File: config.mk
export PLATFORM = sky130hd
export DESIGN_NAME = chip_top
export DESIGN_NICKNAME = d
export VERILOG_FILES = /design/src/chip_pkg.sv /design/src/chip_top.sv /design/src/audio_mixer.sv /design/src/noise_channel.sv /design/src/triangle_channel.sv /design/src/square_channel.sv /design/src/tone_divider.sv /design/src/step_sequencer.sv /design/src/tempo_timer.sv
export SDC_FILE = /design/constraint.sdc
export NUM_CORES = 1
export LEC_CHECK = 0
export CAP_MARGIN = 20
export CORE_MARGIN = 5
export CORE_UTILIZATION = 70
export DETAILED_ROUTE_END_ITERATION = 16
export DONT_BUFFER_PORTS = 1
export HOLD_SLACK_MARGIN = 0.08
export PLACE_DENSITY = 0.86
export SLEW_MARGIN = 10
export SYNTH_ARGS = -nofsm -noshare
export SYNTH_HDL_FRONTEND = slang
export SYNTH_HIERARCHICAL = 1
export SYNTH_SLANG_ARGS = --single-unit
File: constraint.sdc
create_clock -name clk -period 19.8 [get_ports clk]
set_input_delay 1.98 -clock clk [delete_from_list [all_inputs] [get_ports clk]]
set_output_delay 1.98 -clock clk [all_outputs]
set_load 0.03 [all_outputs]
File: src/chip_pkg.sv
package chip_pkg;

	// note index, 0 is a rest, 1..63 are semitones
	typedef logic [5:0] note_t;

	// per-voice output level
	typedef logic [3:0] level_t;

	// mixer volume select
	typedef logic [1:0] vol_t;

	// voice enables: 0 square, 1 reserved, 2 triangle, 3 noise
	typedef logic [3:0] chan_en_t;

	// effect option, duty select in plain mode, glide rate in portamento
	typedef union packed {
		struct packed {
			logic [1:0] spare;
			logic [1:0] duty_sel;
		} sq;
		logic [3:0] glide_rate;
	} fx_opt_u;

	typedef struct packed {
		logic [1:0] fx_mode;
		fx_opt_u    fx_opt;
	} fx_ctrl_t;

	// one sequencer step
	typedef struct packed {
		note_t sq_note;
		logic  sq_gate;
		note_t tri_note;
		note_t noise_note;
	} step_t;

	// step periods in clocks, octave 0, shifted right per octave
	localparam logic [7:0] period_table [12] = '{
		8'd120, 8'd113, 8'd107, 8'd101, 8'd95, 8'd90,
		8'd85, 8'd80, 8'd76, 8'd72, 8'd68, 8'd64
	};

	// sq_note, sq_gate, tri_note, noise_note
	localparam step_t seq_pattern [16] = '{
		'{6'd41, 1'b1, 6'd1, 6'd49},
		'{6'd41, 1'b0, 6'd13, 6'd57},
		'{6'd46, 1'b1, 6'd25, 6'd61},
		'{6'd46, 1'b0, 6'd1, 6'd53},
		'{6'd44, 1'b1, 6'd13, 6'd49},
		'{6'd44, 1'b0, 6'd25, 6'd57},
		'{6'd37, 1'b1, 6'd1, 6'd61},
		'{6'd37, 1'b0, 6'd13, 6'd53},
		'{6'd37, 1'b1, 6'd25, 6'd49},
		'{6'd37, 1'b0, 6'd1, 6'd57},
		'{6'd39, 1'b1, 6'd13, 6'd61},
		'{6'd41, 1'b0, 6'd25, 6'd53},
		'{6'd39, 1'b1, 6'd1, 6'd49},
		'{6'd39, 1'b0, 6'd13, 6'd57},
		'{6'd51, 1'b1, 6'd25, 6'd61},
		'{6'd51, 1'b0, 6'd1, 6'd53}
	};

	// high phases out of 8 for each duty select
	function automatic logic [3:0] duty_len(input logic [1:0] duty_sel);
		case (duty_sel)
			2'd0: return 4'd1;
			2'd1: return 4'd2;
			2'd2: return 4'd4;
			default: return 4'd6;
		endcase
	endfunction

endpackage
File: src/chip_top.sv
`timescale 1ns/1ns

module chip_top import chip_pkg::*; #(
	parameter int TICK_DIV = 50,
	parameter int STEP_DIV = 4000
) (
	input  logic       clk,
	input  logic       rst_n,
	input  chan_en_t   chan_en,
	input  fx_ctrl_t   fx_ctrl,
	input  vol_t       vol,
	input  logic       restart,
	output logic [7:0] audio_out,
	output logic       beat_led
);

	logic   fx_tick;
	logic   step_tick;
	step_t  cur_step;
	level_t sq_level;
	level_t tri_level;
	level_t noise_level;

	tempo_timer #(
		.TICK_DIV (TICK_DIV),
		.STEP_DIV (STEP_DIV)
	) i_tempo (
		.clk       (clk),
		.rst_n     (rst_n),
		.restart   (restart),
		.fx_tick   (fx_tick),
		.step_tick (step_tick)
	);

	step_sequencer i_seq (
		.clk       (clk),
		.rst_n     (rst_n),
		.step_tick (step_tick),
		.restart   (restart),
		.cur_step  (cur_step),
		.beat_led  (beat_led)
	);

	// step gate and enable both open the square voice
	square_channel i_sq (
		.clk         (clk),
		.rst_n       (rst_n),
		.target_note (cur_step.sq_note),
		.gate        (cur_step.sq_gate & chan_en[0]),
		.fx_tick     (fx_tick),
		.fx_ctrl     (fx_ctrl),
		.level       (sq_level)
	);

	// enable bit 1 stays reserved
	triangle_channel i_tri (
		.clk   (clk),
		.rst_n (rst_n),
		.note  (cur_step.tri_note),
		.run   (chan_en[2]),
		.level (tri_level)
	);

	noise_channel i_noise (
		.clk   (clk),
		.rst_n (rst_n),
		.note  (cur_step.noise_note),
		.run   (chan_en[3]),
		.level (noise_level)
	);

	audio_mixer i_mix (
		.clk         (clk),
		.rst_n       (rst_n),
		.sq_level    (sq_level),
		.tri_level   (tri_level),
		.noise_level (noise_level),
		.vol         (vol),
		.audio_out   (audio_out)
	);

endmodule

File: src/audio_mixer.sv
`timescale 1ns/1ns

module audio_mixer import chip_pkg::*; (
	input  logic       clk,
	input  logic       rst_n,
	input  level_t     sq_level,
	input  level_t     tri_level,
	input  level_t     noise_level,
	input  vol_t       vol,
	output logic [7:0] audio_out
);

	// fourth slot kept for the missing second square voice
	level_t     rsv_level;
	logic [5:0] sum;
	logic [7:0] scaled;

	assign rsv_level = '0;

	// widened so four full levels do not wrap
	assign sum = 6'(sq_level) + 6'(tri_level) + 6'(noise_level) + 6'(rsv_level);

	always_comb
	begin
		case (vol)
			2'd0: scaled = {sum, 2'b00};
			2'd1: scaled = {1'b0, sum, 1'b0};
			2'd2: scaled = {2'b00, sum};
			default: scaled = {3'b000, sum[5:1]};
		endcase
	end

	always_ff @(posedge clk or negedge rst_n)
	begin
		if (!rst_n)
			audio_out <= 8'd0;
		else
			audio_out <= scaled;
	end

endmodule

File: src/noise_channel.sv
`timescale 1ns/1ns

module noise_channel import chip_pkg::*; (
	input  logic   clk,
	input  logic   rst_n,
	input  note_t  note,
	input  logic   run,
	output level_t level
);

	logic [14:0] lfsr;
	logic [14:0] lfsr_next;
	logic        strobe;

	// taps 14 and 13, new bit in at the bottom
	assign lfsr_next = {lfsr[13:0], lfsr[14] ^ lfsr[13]};

	tone_divider i_div (
		.clk    (clk),
		.rst_n  (rst_n),
		.note   (note),
		.run    (run),
		.strobe (strobe)
	);

	always_ff @(posedge clk or negedge rst_n)
	begin
		if (!rst_n)
		begin
			lfsr  <= '1;
			level <= '0;
		end
		else if (!run || note == '0)
		begin
			// reseed so every note starts the same sequence
			lfsr  <= '1;
			level <= '0;
		end
		else if (strobe)
		begin
			lfsr  <= lfsr_next;
			level <= lfsr_next[0] ? 4'd15 : 4'd0;
		end
	end

endmodule

File: src/triangle_channel.sv
`timescale 1ns/1ns

module triangle_channel import chip_pkg::*; (
	input  logic   clk,
	input  logic   rst_n,
	input  note_t  note,
	input  logic   run,
	output level_t level
);

	// 32 phases, top bit picks the falling half
	logic [4:0] phase;
	logic [4:0] phase_next;
	logic       strobe;

	assign phase_next = phase + 5'd1;

	tone_divider i_div (
		.clk    (clk),
		.rst_n  (rst_n),
		.note   (note),
		.run    (run),
		.strobe (strobe)
	);

	always_ff @(posedge clk or negedge rst_n)
	begin
		if (!rst_n)
		begin
			phase <= 5'd0;
			level <= '0;
		end
		else if (!run || note == '0)
		begin
			phase <= 5'd0;
			level <= '0;
		end
		else if (strobe)
		begin
			phase <= phase_next;
			// ramp up 0..15, then mirror down 15..0
			level <= phase_next[4] ? ~phase_next[3:0] : phase_next[3:0];
		end
	end

endmodule

File: src/square_channel.sv
`timescale 1ns/1ns

module square_channel import chip_pkg::*; (
	input  logic     clk,
	input  logic     rst_n,
	input  note_t    target_note,
	input  logic     gate,
	input  logic     fx_tick,
	input  fx_ctrl_t fx_ctrl,
	output level_t   level
);

	fx_ctrl_t   fx_q;
	// note actually sounding, trails target in portamento
	note_t      cur_note;
	logic [3:0] glide_cnt;
	logic [3:0] glide_max;
	logic       porta;
	logic [3:0] duty;
	logic [2:0] phase;
	logic       strobe;

	assign porta = (fx_q.fx_mode == 2'd1);
	// rate 0 counts as 1 tick per semitone
	assign glide_max = (fx_q.fx_opt.glide_rate == 4'd0) ? 4'd0 : fx_q.fx_opt.glide_rate - 4'd1;
	// option bits are a glide rate in portamento, so fixed half duty there
	assign duty = porta ? 4'd4 : duty_len(fx_q.fx_opt.sq.duty_sel);

	tone_divider i_div (
		.clk    (clk),
		.rst_n  (rst_n),
		.note   (cur_note),
		.run    (gate),
		.strobe (strobe)
	);

	// effect control and sounding note
	always_ff @(posedge clk or negedge rst_n)
	begin
		if (!rst_n)
		begin
			fx_q      <= '0;
			cur_note  <= '0;
			glide_cnt <= 4'd0;
		end
		else
		begin
			fx_q <= fx_ctrl;
			if (!porta || target_note == '0 || cur_note == '0)
			begin
				// plain mode, rests and first note jump straight there
				cur_note  <= target_note;
				glide_cnt <= 4'd0;
			end
			else if (cur_note == target_note)
				glide_cnt <= 4'd0;
			else if (fx_tick)
			begin
				if (glide_cnt >= glide_max)
				begin
					glide_cnt <= 4'd0;
					// one semitone toward the target
					if (cur_note < target_note)
						cur_note <= cur_note + 6'd1;
					else
						cur_note <= cur_note - 6'd1;
				end
				else
					glide_cnt <= glide_cnt + 4'd1;
			end
		end
	end

	// 8-phase wave
	always_ff @(posedge clk or negedge rst_n)
	begin
		if (!rst_n)
		begin
			phase <= 3'd0;
			level <= '0;
		end
		else if (!gate || cur_note == '0)
		begin
			phase <= 3'd0;
			level <= '0;
		end
		else if (strobe)
		begin
			phase <= phase + 3'd1;
			level <= ({1'b0, phase} < duty) ? 4'd15 : 4'd0;
		end
	end

endmodule

File: src/tone_divider.sv
`timescale 1ns/1ns

module tone_divider import chip_pkg::*; (
	input  logic  clk,
	input  logic  rst_n,
	input  note_t note,
	input  logic  run,
	output logic  strobe
);

	note_t      note_m1;
	logic [3:0] semi;
	logic [2:0] oct;
	logic [7:0] period;
	// last note seen, to spot a change
	note_t      note_q;
	logic [7:0] cnt;
	logic       active;

	// semitone and octave of note-1
	assign note_m1 = note - 6'd1;
	assign semi    = 4'(note_m1 % 6'd12);
	assign oct     = 3'(note_m1 / 6'd12);
	// one octave up halves the period
	assign period  = period_table[semi] >> oct;

	assign active = run && (note != '0) && (note == note_q);
	assign strobe = active && (cnt == period - 8'd1);

	always_ff @(posedge clk or negedge rst_n)
	begin
		if (!rst_n)
		begin
			note_q <= '0;
			cnt    <= 8'd0;
		end
		else
		begin
			note_q <= note;
			// held at zero when silent or on a new note
			if (!active)
				cnt <= 8'd0;
			else if (strobe)
				cnt <= 8'd0;
			else
				cnt <= cnt + 8'd1;
		end
	end

endmodule

File: src/step_sequencer.sv
`timescale 1ns/1ns

module step_sequencer import chip_pkg::*; (
	input  logic  clk,
	input  logic  rst_n,
	input  logic  step_tick,
	input  logic  restart,
	output step_t cur_step,
	output logic  beat_led
);

	// position in the 16-step pattern
	logic [3:0] idx;
	logic [3:0] idx_next;

	// wraps from 15 back to 0 by width
	assign idx_next = idx + 4'd1;

	always_ff @(posedge clk or negedge rst_n)
	begin
		if (!rst_n)
		begin
			idx      <= 4'd0;
			cur_step <= seq_pattern[0];
			beat_led <= 1'b0;
		end
		else if (restart)
		begin
			// hold at the top of the pattern
			idx      <= 4'd0;
			cur_step <= seq_pattern[0];
			beat_led <= 1'b0;
		end
		else if (step_tick)
		begin
			idx      <= idx_next;
			// cur_step always mirrors the entry at idx
			cur_step <= seq_pattern[idx_next];
			// blink once per step
			beat_led <= ~beat_led;
		end
	end

endmodule

File: src/tempo_timer.sv
`timescale 1ns/1ns

module tempo_timer #(
	parameter int TICK_DIV = 50,
	parameter int STEP_DIV = 4000
) (
	input  logic clk,
	input  logic rst_n,
	input  logic restart,
	output logic fx_tick,
	output logic step_tick
);

	localparam int TW = $clog2(TICK_DIV + 1);
	localparam int SW = $clog2(STEP_DIV + 1);

	logic [TW-1:0] tick_cnt;
	logic [SW-1:0] step_cnt;

	// one-cycle pulses on the last count of each divider
	assign fx_tick   = (tick_cnt == TW'(TICK_DIV - 1));
	assign step_tick = (step_cnt == SW'(STEP_DIV - 1));

	always_ff @(posedge clk or negedge rst_n)
	begin
		if (!rst_n)
		begin
			tick_cnt <= '0;
			step_cnt <= '0;
		end
		else if (restart)
		begin
			// both rates start over from the restart edge
			tick_cnt <= '0;
			step_cnt <= '0;
		end
		else
		begin
			// effect rate
			if (fx_tick)
				tick_cnt <= '0;
			else
				tick_cnt <= tick_cnt + 1'b1;
			// step rate
			if (step_tick)
				step_cnt <= '0;
			else
				step_cnt <= step_cnt + 1'b1;
		end
	end

endmodule

==> results of run 1 <==
[metrics by stage]
| stage | setup slack (ps) | util (%) | total power, mW | cell area, um2 |
|---|---|---|---|---|
| 2_1_floorplan | 13480 | - | 0.447 | 11600 |
| 3_3_place_gp | 11670 | 69.4 | 0.464 | 11300 |
| 3_5_place_dp | 11550 | 69.4 | 0.468 | 11300 |
| 4_1_cts | 11480 | 73.1 | 0.790 | 11900 |
| 5_1_grt | 10800 | 73.1 | 0.834 | 12000 |
| 6_report | 11360 | 73.1 | 0.797 | 12000 |
[cell families after synthesis]
| family | share of synthesized area [%] |
|---|---|
| AND/OR/NAND/NOR | 23.7 |
| AO/OA/AOI/OAI | 20.5 |
| buffers and inverters | 6.61 |
| flip-flops | 28.0 |
| XOR/XNOR | 7.78 |
| adder cells (fa/ha/maj) | 8.20 |
| multiplexers | 5.13 |
| other | 0.0651 |
[state kept, by name, summed over array words and instances (netlist names), 5 cells and up]
register              flops
i_tri/i_div/cnt           8
i_sq/i_div/note_q         6
i_noise/lfsr             15
i_tempo/tick_cnt          6
i_sq/i_div/cnt            8
i_sq/fx_q                 6
i_sq/cur_note             6
i_mix/audio_out           8
i_tri/i_div/note_q        6
i_tempo/step_cnt         12
i_noise/i_div/note_q      6
i_tri/phase               5
i_noise/i_div/cnt         8
i_seq/cur_step           10
[cells in the mapped netlist (21+ instances only)]
master,instances
xor2_1,52
nor4_1,25
nand2_1,82
mux2i_1,49
xnor2_1,43
a21oi_1,51
and3_1,21
nor3_2,21
buf_4,22
o21ai_0,44
buf_2,21
ha_1,66
inv_1,56
nor2_1,98
nand3_1,44
nand4_1,22
nor3_1,35
dfrtp_1,110
[power by group]
group	internal, mW	switching (mW)	total [mW]	leakage, nW
sequential	0.266	0.00737	0.273	1.67
clock	0.201	0.119	0.320	0.278
combinational	0.0809	0.123	0.204	3.11
[layout make-up]
cell class	count	area, um2	share of cell area [%]
Multi-Input combinational cell	999	7570	63.4
Sequential cell	128	3230	27.0
Clock buffer	19	443	3.71
Tap cell	220	275	2.30
Inverter	61	229	1.92
Clock inverter	13	163	1.36
Timing Repair Buffer	6	45.0	0.377
[how the worst max path moves through the flow]
stage | cells past startpoint | to | slack, ps | from
5_1_grt | 27 | i_sq/phase[2] | 10800 | i_sq/cur_note[0]
3_3_place_gp | 27 | i_sq/phase[2] | 11670 | i_sq/cur_note[0]
3_5_place_dp | 27 | i_sq/phase[2] | 11550 | i_sq/cur_note[0]
2_1_floorplan | 32 | i_sq/phase[2] | 13480 | i_sq/cur_note[0]
6_report | 27 | i_sq/phase[2] | 11360 | i_sq/cur_note[0]
4_1_cts | 27 | i_sq/phase[2] | 11480 | i_sq/cur_note[0]
[metal layers]
| metal | GRT usage [%] | routed length [um] | vias to the layer above |
|---|---|---|---|
| met4 | 9.10 | 595 | 0 |
| met3 | 4.56 | 1380 | 57 |
| met5 | 0 | 0 | - |
| met1 | 35.2 | 11100 | 4669 |
| met2 | 43.8 | 12500 | 304 |
| li1 | - | - | 4518 |
[worst register-to-register path, stage by stage (launching register included)]
cell	delay (ps)
dfrtp_1	670
inv_1	280
ha_1	460
or3b_4	460
xnor2_1	160
ha_1	770
a211oi_1	190
or3_1	540
a31oi_4	370
xnor2_1	120
ha_1	270
nor2_1	230
o21ai_2	200
o21a_1	280
a221oi_2	280
o311ai_1	160
inv_1	100
ha_1	350
or3b_2	470
mux2i_1	150
nor4_1	90
a2111oi_4	310
o2111ai_1	180
a221oi_2	190
o221a_1	650
nand2_1	150
xor2_1	170
nor2_1	50
==> qor.yml, run 1 <==
clocking:
  numCtsBuffers: 17
  cts-htree-levels: 4
  cts_sinks: 128
  cts_tree: "built"
  clk_latency_ps: 420
  hold_buffers: 0
  postCtsSetupBuffers: 0
  cts_buffer_depth: 2
  root_buffer: "clkbuf_16"
  cts_resized: 0
  clkTransAtPathRegs_ps: 60
logic_synthesis:
  syn_area_mm2: 0.0115
  ys_ff_latch: 128
  synthFlopType: "dfrtp_1"
  synth_top_area_share_pct: 23.9
  synthDistinctLibCells: 102
  ys_warn_count: 6
  synthTopCellsByArea: "dfrtp_1, ha_1, mux2i_1"
  synthArstFlopShare_pct: 100
  netlist_instances: 1262
  synth_area_leader_cell: "dfrtp_1"
  synth-edff-count: 0
  ys_seq_area_share_pct: 28.0
  synth_area_per_cell_um2: 9.14
detailed_routing:
  drtAntennaViolNets: 0
  drt_iter0_drc: 777
  drc: 0
  vias: 9548
  dr.pass1.iters: 6
  totalWireLength_mm: 25.6
  wl_per_cell_um: 17.7
  viasPerCell: 6.60
floorplan:
  die-area_mm2: 0.0191
  num_rows: 47
  start_util_pct: 70.5
  core_area_mm2: 0.0163
  die_h_um: 138
  ios: 24
  die_w_um: 138
sta:
  hold_slack_ps: 491
  finalCritPeriodShare_pct: 42.7
  drv_slew: 0
  fmax_ghz: 0.118
  hold_violations: 0
  max_slew_margin_pct: 28.8
  finalWorstPathRequiredPeriod_ps: 8440
  worst_pin_slew_ps: 1070
  setup_viol: 0
  skew_ps: 8.92
  fin_setup_tns_ps: 0
  rsz0062_at_grt: "false"
final_layout:
  finalNonFillerCells: 1446
  final_common_cell: "dfrtp_1"
  syn_to_final_growth_pct: 3.66
  antenna_cells: 0
  drive_above_1_share_pct: 15.7
  final_cell_mix: "dfrtp_1, nor2_1, nand2_1"
  fillers: 1170
  nNetsFinal: 1300
power:
  irDropWorstVdd_mv: 0.0704
  p_leak_nw: 5.05
  power.density_mw_per_mm2: 66.7
critical_path:
  cp_top_family: "compound AO/OA/AOI/OAI gates"
  required_ps: 20080
  critPathArrivalTime_ps: 8730
  ff2ff_setup_slack_ps: 11360
  rr_worst_depth: 27
  crit_slowest_cell: "ha_1"
  max_stage_delay_ps: 770
  path_buf_inv: 2
  path_max_fanout: 22
  crit_type: "reg -> reg"
  start_kind: "flip-flop"
  cpMostUsedCell: "ha_1"
  cp-end-kind: "flip-flop"
  r2r-end: "i_sq/phase[2]"
  timing.rr.start: "i_sq/cur_note[0]"
global_routing:
  grt_pass1_wl_mm: 43.2
  grt_max_degree: 129
  first_global_vias: 8946
  grt_util_all_layers_pct: 26.4
  overflow: 0
  antenna_found_initial: 0
job:
  drv_cap: 0
worst_hold_path:
  hold_depth: 1
  min_path_type: "reg -> reg"
  holdPathEnd: "i_tempo/tick_cnt[0]"
  min_from: "i_tempo/tick_cnt[0]"
place:
  portBuffers: 0
  gp_congestion: 0.947
  dp.cells: 1413
  hpwlAfterDp_mm: 17.1
outcome:
  status: "completed"
Note: power is estimated with default switching activity, not from simulation.
==> run 2: changes to the inputs <==
- CORE_UTILIZATION: 70 -> 60
- PLACE_DENSITY: 0.86 -> 0.79
- clock period: 19.8 -> 7.55 ns (I/O delays scaled with it)
==> run 2 against run 1 <==
  * Critical path depth shrank 1
  * Global-route usage shrank 3.6 points
  * Die area grew 15%
  * First-iteration DRC count shrank 26%
  * Via count shrank 2.5%
  * Flip-flop and latch count is the same
  * Non-clock buffer count grew 14
  * Clock power grew 140%
  * Combinational power grew to 2.7 times the previous value
  * Utilization shrank 8.9 points
  * Register-to-register slack lost 11000 ps
  * Clock skew grew 0.50 ps
  * Critical path type unchanged
  * Critical endpoint is now i_sq/level[2]
==> qor.yml, run 2 (synthesis results as in run 1) <==
outcome:
  status: "completed"
critical_path:
  cp_top_family: "compound AO/OA/AOI/OAI gates"
  cp-end-kind: "flip-flop"
  max_stage_delay_ps: 520  # -250 ps
  critPathArrivalTime_ps: 7290  # -1440 ps
  r2r-end: "i_sq/level[2]"
  path_max_fanout: 10  # -55%
  rr_worst_depth: 26  # -3.7%
  start_kind: "flip-flop"
  crit_slowest_cell: "or3_1"
  path_buf_inv: 2  # unchanged
  required_ps: 7830  # -12,250 ps
  cpMostUsedCell: "ha_1"
  crit_type: "reg -> reg"
  timing.rr.start: "i_sq/cur_note[0]"
  ff2ff_setup_slack_ps: 540  # -10,820 ps
global_routing:
  antenna_found_initial: 1  # +1
  overflow: 0  # unchanged
  grt_pass1_wl_mm: 42.4  # -1.8%
  first_global_vias: 8886  # -0.67%
  grt_max_degree: 111  # -14%
  grt_util_all_layers_pct: 22.9  # -3.6 points
final_layout:
  syn_to_final_growth_pct: 4.86
  seq_area_mm2: 0.00323  # unchanged
  top_register: "i_noise/lfsr"
  multiInputGateArea_mm2: 0.00757  # unchanged
  design_area_mm2: 0.0121  # +1.2%
  fillers: 1530  # +31%
  top_regs: "i_noise/lfsr (15), i_tempo/step_cnt (12), i_seq/cur_step (10)"
  drive_above_1_share_pct: 16.7  # +1.0 points
  largest_reg_flops: 15  # unchanged
  final_cell_mix: "dfrtp_1, nor2_1, nand2_1"
  final_common_cell: "dfrtp_1"
  nNetsFinal: 1314  # +1.1%
sta:
  setup_viol: 0  # unchanged
  skew_ps: 9.42  # +0.502 ps
  rsz0062_at_grt: "false"
  worst_pin_slew_ps: 1060  # -1.64 ps
  hold_slack_ps: 176  # -315 ps
  fmax_ghz: 0.143  # +20%
  drv_slew: 0  # unchanged
  fin_setup_tns_ps: 0  # unchanged
  max_slew_margin_pct: 28.9  # +0.11 points
  hold_violations: 0  # unchanged
  finalWorstPathRequiredPeriod_ps: 7010  # -1430 ps
  finalCritPeriodShare_pct: 92.9  # +50 points
place:
  gp_congestion: 0.940  # -0.77%
  portBuffers: 0  # unchanged
  hpwlAfterDp_mm: 17.2  # +0.91%
  dpl_cell_area_mm2: 0.0115  # +1.4%
detailed_routing:
  drc: 0  # unchanged
  viasPerCell: 6.21  # -6.0%
  vias: 9314  # -2.5%
  totalWireLength_mm: 24.6  # -4.0%
  drt_iter0_drc: 577  # -26%
  drtAntennaViolNets: 0  # unchanged
  wl_per_cell_um: 16.4  # -7.5%
  dr.pass1.iters: 5  # -1
power:
  power_mw: 2.04  # +160%
  p_switching_mw: 0.660  # +160%
  p_seq_share_pct: 34.9  # +0.6 points
  power.density_mw_per_mm2: 169  # +150%
  irDropWorstVdd_mv: 0.159  # +130%
  p_leak_nw: 5.13  # +1.5%
  p_clk_share_pct: 38.3  # -1.8 points
  power.internal_mw: 1.38  # +150%
  swShare_pct: 32.3  # +0.98 points
  pwr-share-comb_pct: 26.8  # +1.2 points
job:
  drv_cap: 0  # unchanged
clocking:
  root_buffer: "clkbuf_16"
  numCtsBuffers: 17  # unchanged
  cts_sinks: 128  # unchanged
  cts_tree: "built"
  postCtsSetupBuffers: 0  # unchanged
  clkTransAtPathRegs_ps: 60  # about the same
  cts-htree-levels: 4  # unchanged
  clk_latency_ps: 420  # about the same
  cts_buffer_depth: 2  # unchanged
floorplan:
  ios: 24  # unchanged
  num_rows: 50  # +6.4%
  core_area_mm2: 0.0188  # +15%
  die_h_um: 149  # +7.4%
  die-area_mm2: 0.0221  # +15%
  start_util_pct: 61.2  # -9.3 points
  die_w_um: 149  # +7.4%
worst_hold_path:
  min_path_type: "in -> async"
==> run 2: cell count changes in the layout (fill, tap and decap cells not counted) <==
| cell | before | now |
|---|---|---|
| buf_4 | 5 | 19 |
| clkinvlp_4 | 6 | 3 |
| bufinv_16 | 3 | 1 |
| clkinv_2 | 2 | 4 |
| buf_16 | 0 | 1 |
| clkbuf_4 | 1 | 0 |
| clkbuf_8 | 1 | 2 |
| clkinv_4 | 1 | 2 |
| diode_2 | 0 | 1 |
| inv_8 | 0 | 1 |
| o221a_1 | 3 | 2 |
| o221a_2 | 0 | 1 |
==> run 2: repair_timing <==
action                                 CTS  global route
endpoints found under the hold margin  110             0
setup endpoints to repair                0             2
hold buffers                             1             0
resized for setup                        0             1
==> run 2: metal layers <==
metal,GRT usage (%),wire (um),up-vias
li1,-,-,4525
met1,30.2,10900,4438
met2,37.0,11700,303
met3,5.12,1450,48
met4,8.27,539,0
met5,0,0,-
==> run 2: area by class of cell <==
class                           count  share of cell area, %
Clock inverter                     12                  0.911
Antenna cell                        1                 0.0207
Multi-Input combinational cell    999                   62.6
Inverter                           61                   1.89
Sequential cell                   128                   26.7
Clock buffer                       20                   3.78
Tap cell                          260                   2.69
Timing Repair Buffer               20                   1.41
==> run 2: worst max-delay path by stage <==
stage	slack, ps	cells after the start	to	startpoint
floorplan	1230	32	i_sq/phase[2]	i_sq/cur_note[0]
global placement	720	28	i_sq/phase[2]	i_sq/cur_note[0]
detailed placement	560	27	i_sq/phase[2]	i_sq/cur_note[0]
CTS	490	26	i_sq/level[2]	i_sq/cur_note[0]
global route	120	26	i_sq/level[2]	i_sq/cur_note[0]
finish	540	26	i_sq/level[2]	i_sq/cur_note[0]
==> run 2: power groups by stage <==
stage / Clock, mW / Sequential, mW / Combinational, mW
2_1_floorplan: 0 / 0.721 / 0.450
3_3_place_gp: 0 / 0.725 / 0.495
3_5_place_dp: 0 / 0.726 / 0.505
4_1_cts: 0.798 / 0.714 / 0.522
5_1_grt: 0.837 / 0.715 / 0.603
6_report: 0.782 / 0.714 / 0.548
==> run 2: stage by stage <==
step	cells	utilization [%]	setup slack [ps]
2_1_floorplan	1268	-	1230
3_3_place_gp	1467	61.0	717
3_5_place_dp	1467	61.0	555
4_1_cts	1500	64.2	487
5_1_grt	1501	64.2	118
6_report	1501	64.2	536
==> run 3: changes to the inputs <==
==> constraint.sdc (replaced) <==
create_clock -name clk -period 7.55 [get_ports clk]
set_input_delay 0 -clock clk [delete_from_list [all_inputs] [get_ports clk]]
set_output_delay 0 -clock clk [all_outputs]
set_load 0.03 [all_outputs]
==> run 3 against run 2 <==
  * Clock power up 0.8%
  * Utilization increased by 0.76 points
  * Via count increased by 1.8%
  * Sequential power is essentially flat
  * Clock skew grew 1.5 ps
  * Flip-flop and latch count is the same
  * Global-route usage rose by 0.71 points
  * Critical path depth increased by 2
  * Largest cell class unchanged
==> qor.yml, run 3 (synthesis results as in run 1) <==
outcome:
  status: "completed"
sta:
  skew_ps: 11.0  # +1.54 ps
  setup_viol: 0  # unchanged
  worst_pin_slew_ps: 1080  # +19.9 ps
  fin_setup_tns_ps: 0  # unchanged
  drv_slew: 0  # unchanged
  hold_violations: 0  # unchanged
  max_slew_margin_pct: 27.6  # -1.3 points
  finalCritPeriodShare_pct: 92.5  # -0.39 points
  fmax_ghz: 0.143  # +0.42%
  finalWorstPathRequiredPeriod_ps: 6980  # -29.3 ps
  rsz0062_at_grt: "false"
detailed_routing:
  drtAntennaViolNets: 0  # unchanged
  wl_per_cell_um: 16.8  # +2.8%
  drt_iter0_drc: 634  # +9.9%
  vias: 9477  # +1.8%
  viasPerCell: 6.26  # +0.94%
  drc: 0  # unchanged
  dr.pass1.iters: 5  # unchanged
  totalWireLength_mm: 25.5  # +3.6%
clocking:
  cts-htree-levels: 4  # unchanged
  root_buffer: "clkbuf_16"
  clk_latency_ps: 420  # about the same
  cts_tree: "built"
  cts_buffer_depth: 2  # unchanged
  cts_sinks: 128  # unchanged
  numCtsBuffers: 17  # unchanged
  clkTransAtPathRegs_ps: 60  # about the same
place:
  hpwlAfterDp_mm: 17.6  # +1.8%
  dp.cells: 1466  # -0.068%
  portBuffers: 0  # unchanged
  gp_congestion: 0.948  # +0.84%
power:
  power.density_mw_per_mm2: 169  # -0.24%
  p_leak_nw: 5.19  # +1.1%
  irDropWorstVdd_mv: 0.154  # -3.0%
  power_mw: 2.06  # +0.95%
critical_path:
  critPathArrivalTime_ps: 7250  # -40 ps
  crit_type: "reg -> reg"
  max_stage_delay_ps: 480  # -40 ps
  start_kind: "flip-flop"
  required_ps: 7820  # about the same
  cpMostUsedCell: "ha_1"
  crit_slowest_cell: "o221a_1"
  cp_top_family: "compound AO/OA/AOI/OAI gates"
  path_max_fanout: 10  # unchanged
  path_buf_inv: 2  # unchanged
  cp-end-kind: "flip-flop"
floorplan:
  start_util_pct: 61.2  # unchanged
  core_area_mm2: 0.0188  # unchanged
  num_rows: 50  # unchanged
  die_h_um: 149  # unchanged
  die_w_um: 149  # unchanged
  die-area_mm2: 0.0221  # unchanged
  ios: 24  # unchanged
final_layout:
  final_common_cell: "dfrtp_1"
  final_cell_mix: "dfrtp_1, nor2_1, nand2_1"
  top_register: "i_noise/lfsr"
  largest_reg_flops: 15  # unchanged
  nNetsFinal: 1327  # +0.99%
  top_regs: "i_noise/lfsr (15), i_tempo/step_cnt (12), i_seq/cur_step (10)"
  fin_util_pct: 65.0  # +0.76 points
  syn_to_final_growth_pct: 6.11
  finalNonFillerCells: 1513  # +0.80%
  antenna_cells: 0  # -1
  drive_above_1_share_pct: 16.5  # -0.17 points
global_routing:
  grt_pass1_wl_mm: 43.8  # +3.3%
  grt_max_degree: 129  # +16%
  grt_util_all_layers_pct: 23.6  # +0.71 points
  antenna_found_initial: 1  # unchanged
  overflow: 0  # unchanged
  first_global_vias: 9076  # +2.1%
job:
  drv_cap: 0  # unchanged
worst_hold_path:
  min_path_type: "in -> async"
run 3: layout make-up:
class | count | area, um2
clock buffers | 20 | 467
clock inverters | 12 | 106
fillers | 1494 | 6590
inverters | 61 | 229
multi-input cells | 999 | 7580
flip-flops and latches | 128 | 3230
well taps | 260 | 325
repair buffers | 33 | 303
run 3: path summary, 6_finish.rpt:
check	start	end	slack [ps]	cells after the start
setup / recovery	i_sq/cur_note[0]	i_sq/phase[2]	570	28
hold / removal	rst_n	i_sq/i_div/cnt[7]	110	2
setup reg to reg	i_sq/cur_note[0]	i_sq/phase[2]	570	28
hold reg to reg	i_seq/cur_step[16]	i_seq/cur_step[16]	490	2
max in group asynchronous	rst_n	i_noise/i_div/cnt[2]	6810	2
min in group clk	chan_en[3]	i_noise/i_div/cnt[1]	110	2
run 3: repair_timing:
item | in CTS | in global routing
hold buffers | 15 | 0
endpoints found under the hold margin | 206 | 0
buffers inserted | 0 | 0
resized for setup | 0 | 0
run 3: per-stage QoR:
step | worst slack, ps | hold slack [ps] | instance area, um2
floorplan | 1230 | -296 | 11600
global placement | 848 | -292 | 11500
detailed placement | 646 | -292 | 11500
CTS | 598 | 120 | 12200
global route | 78.9 | 135 | 12200
finish | 566 | 111 | 12200
run 3: layer usage:
metal | GRT usage, % | up-vias | wire (um)
li1 | - | 4567 | -
met1 | 31.2 | 4571 | 11200
met2 | 38.9 | 282 | 12400
met3 | 4.48 | 55 | 1350
met4 | 7.94 | 2 | 523
met5 | 0 | - | 13
run 3: report_power, final:
part	internal, mW	switching [mW]	total (mW)
registers	0.698	0.0153	0.713
clock network	0.479	0.309	0.788
logic	0.221	0.342	0.563
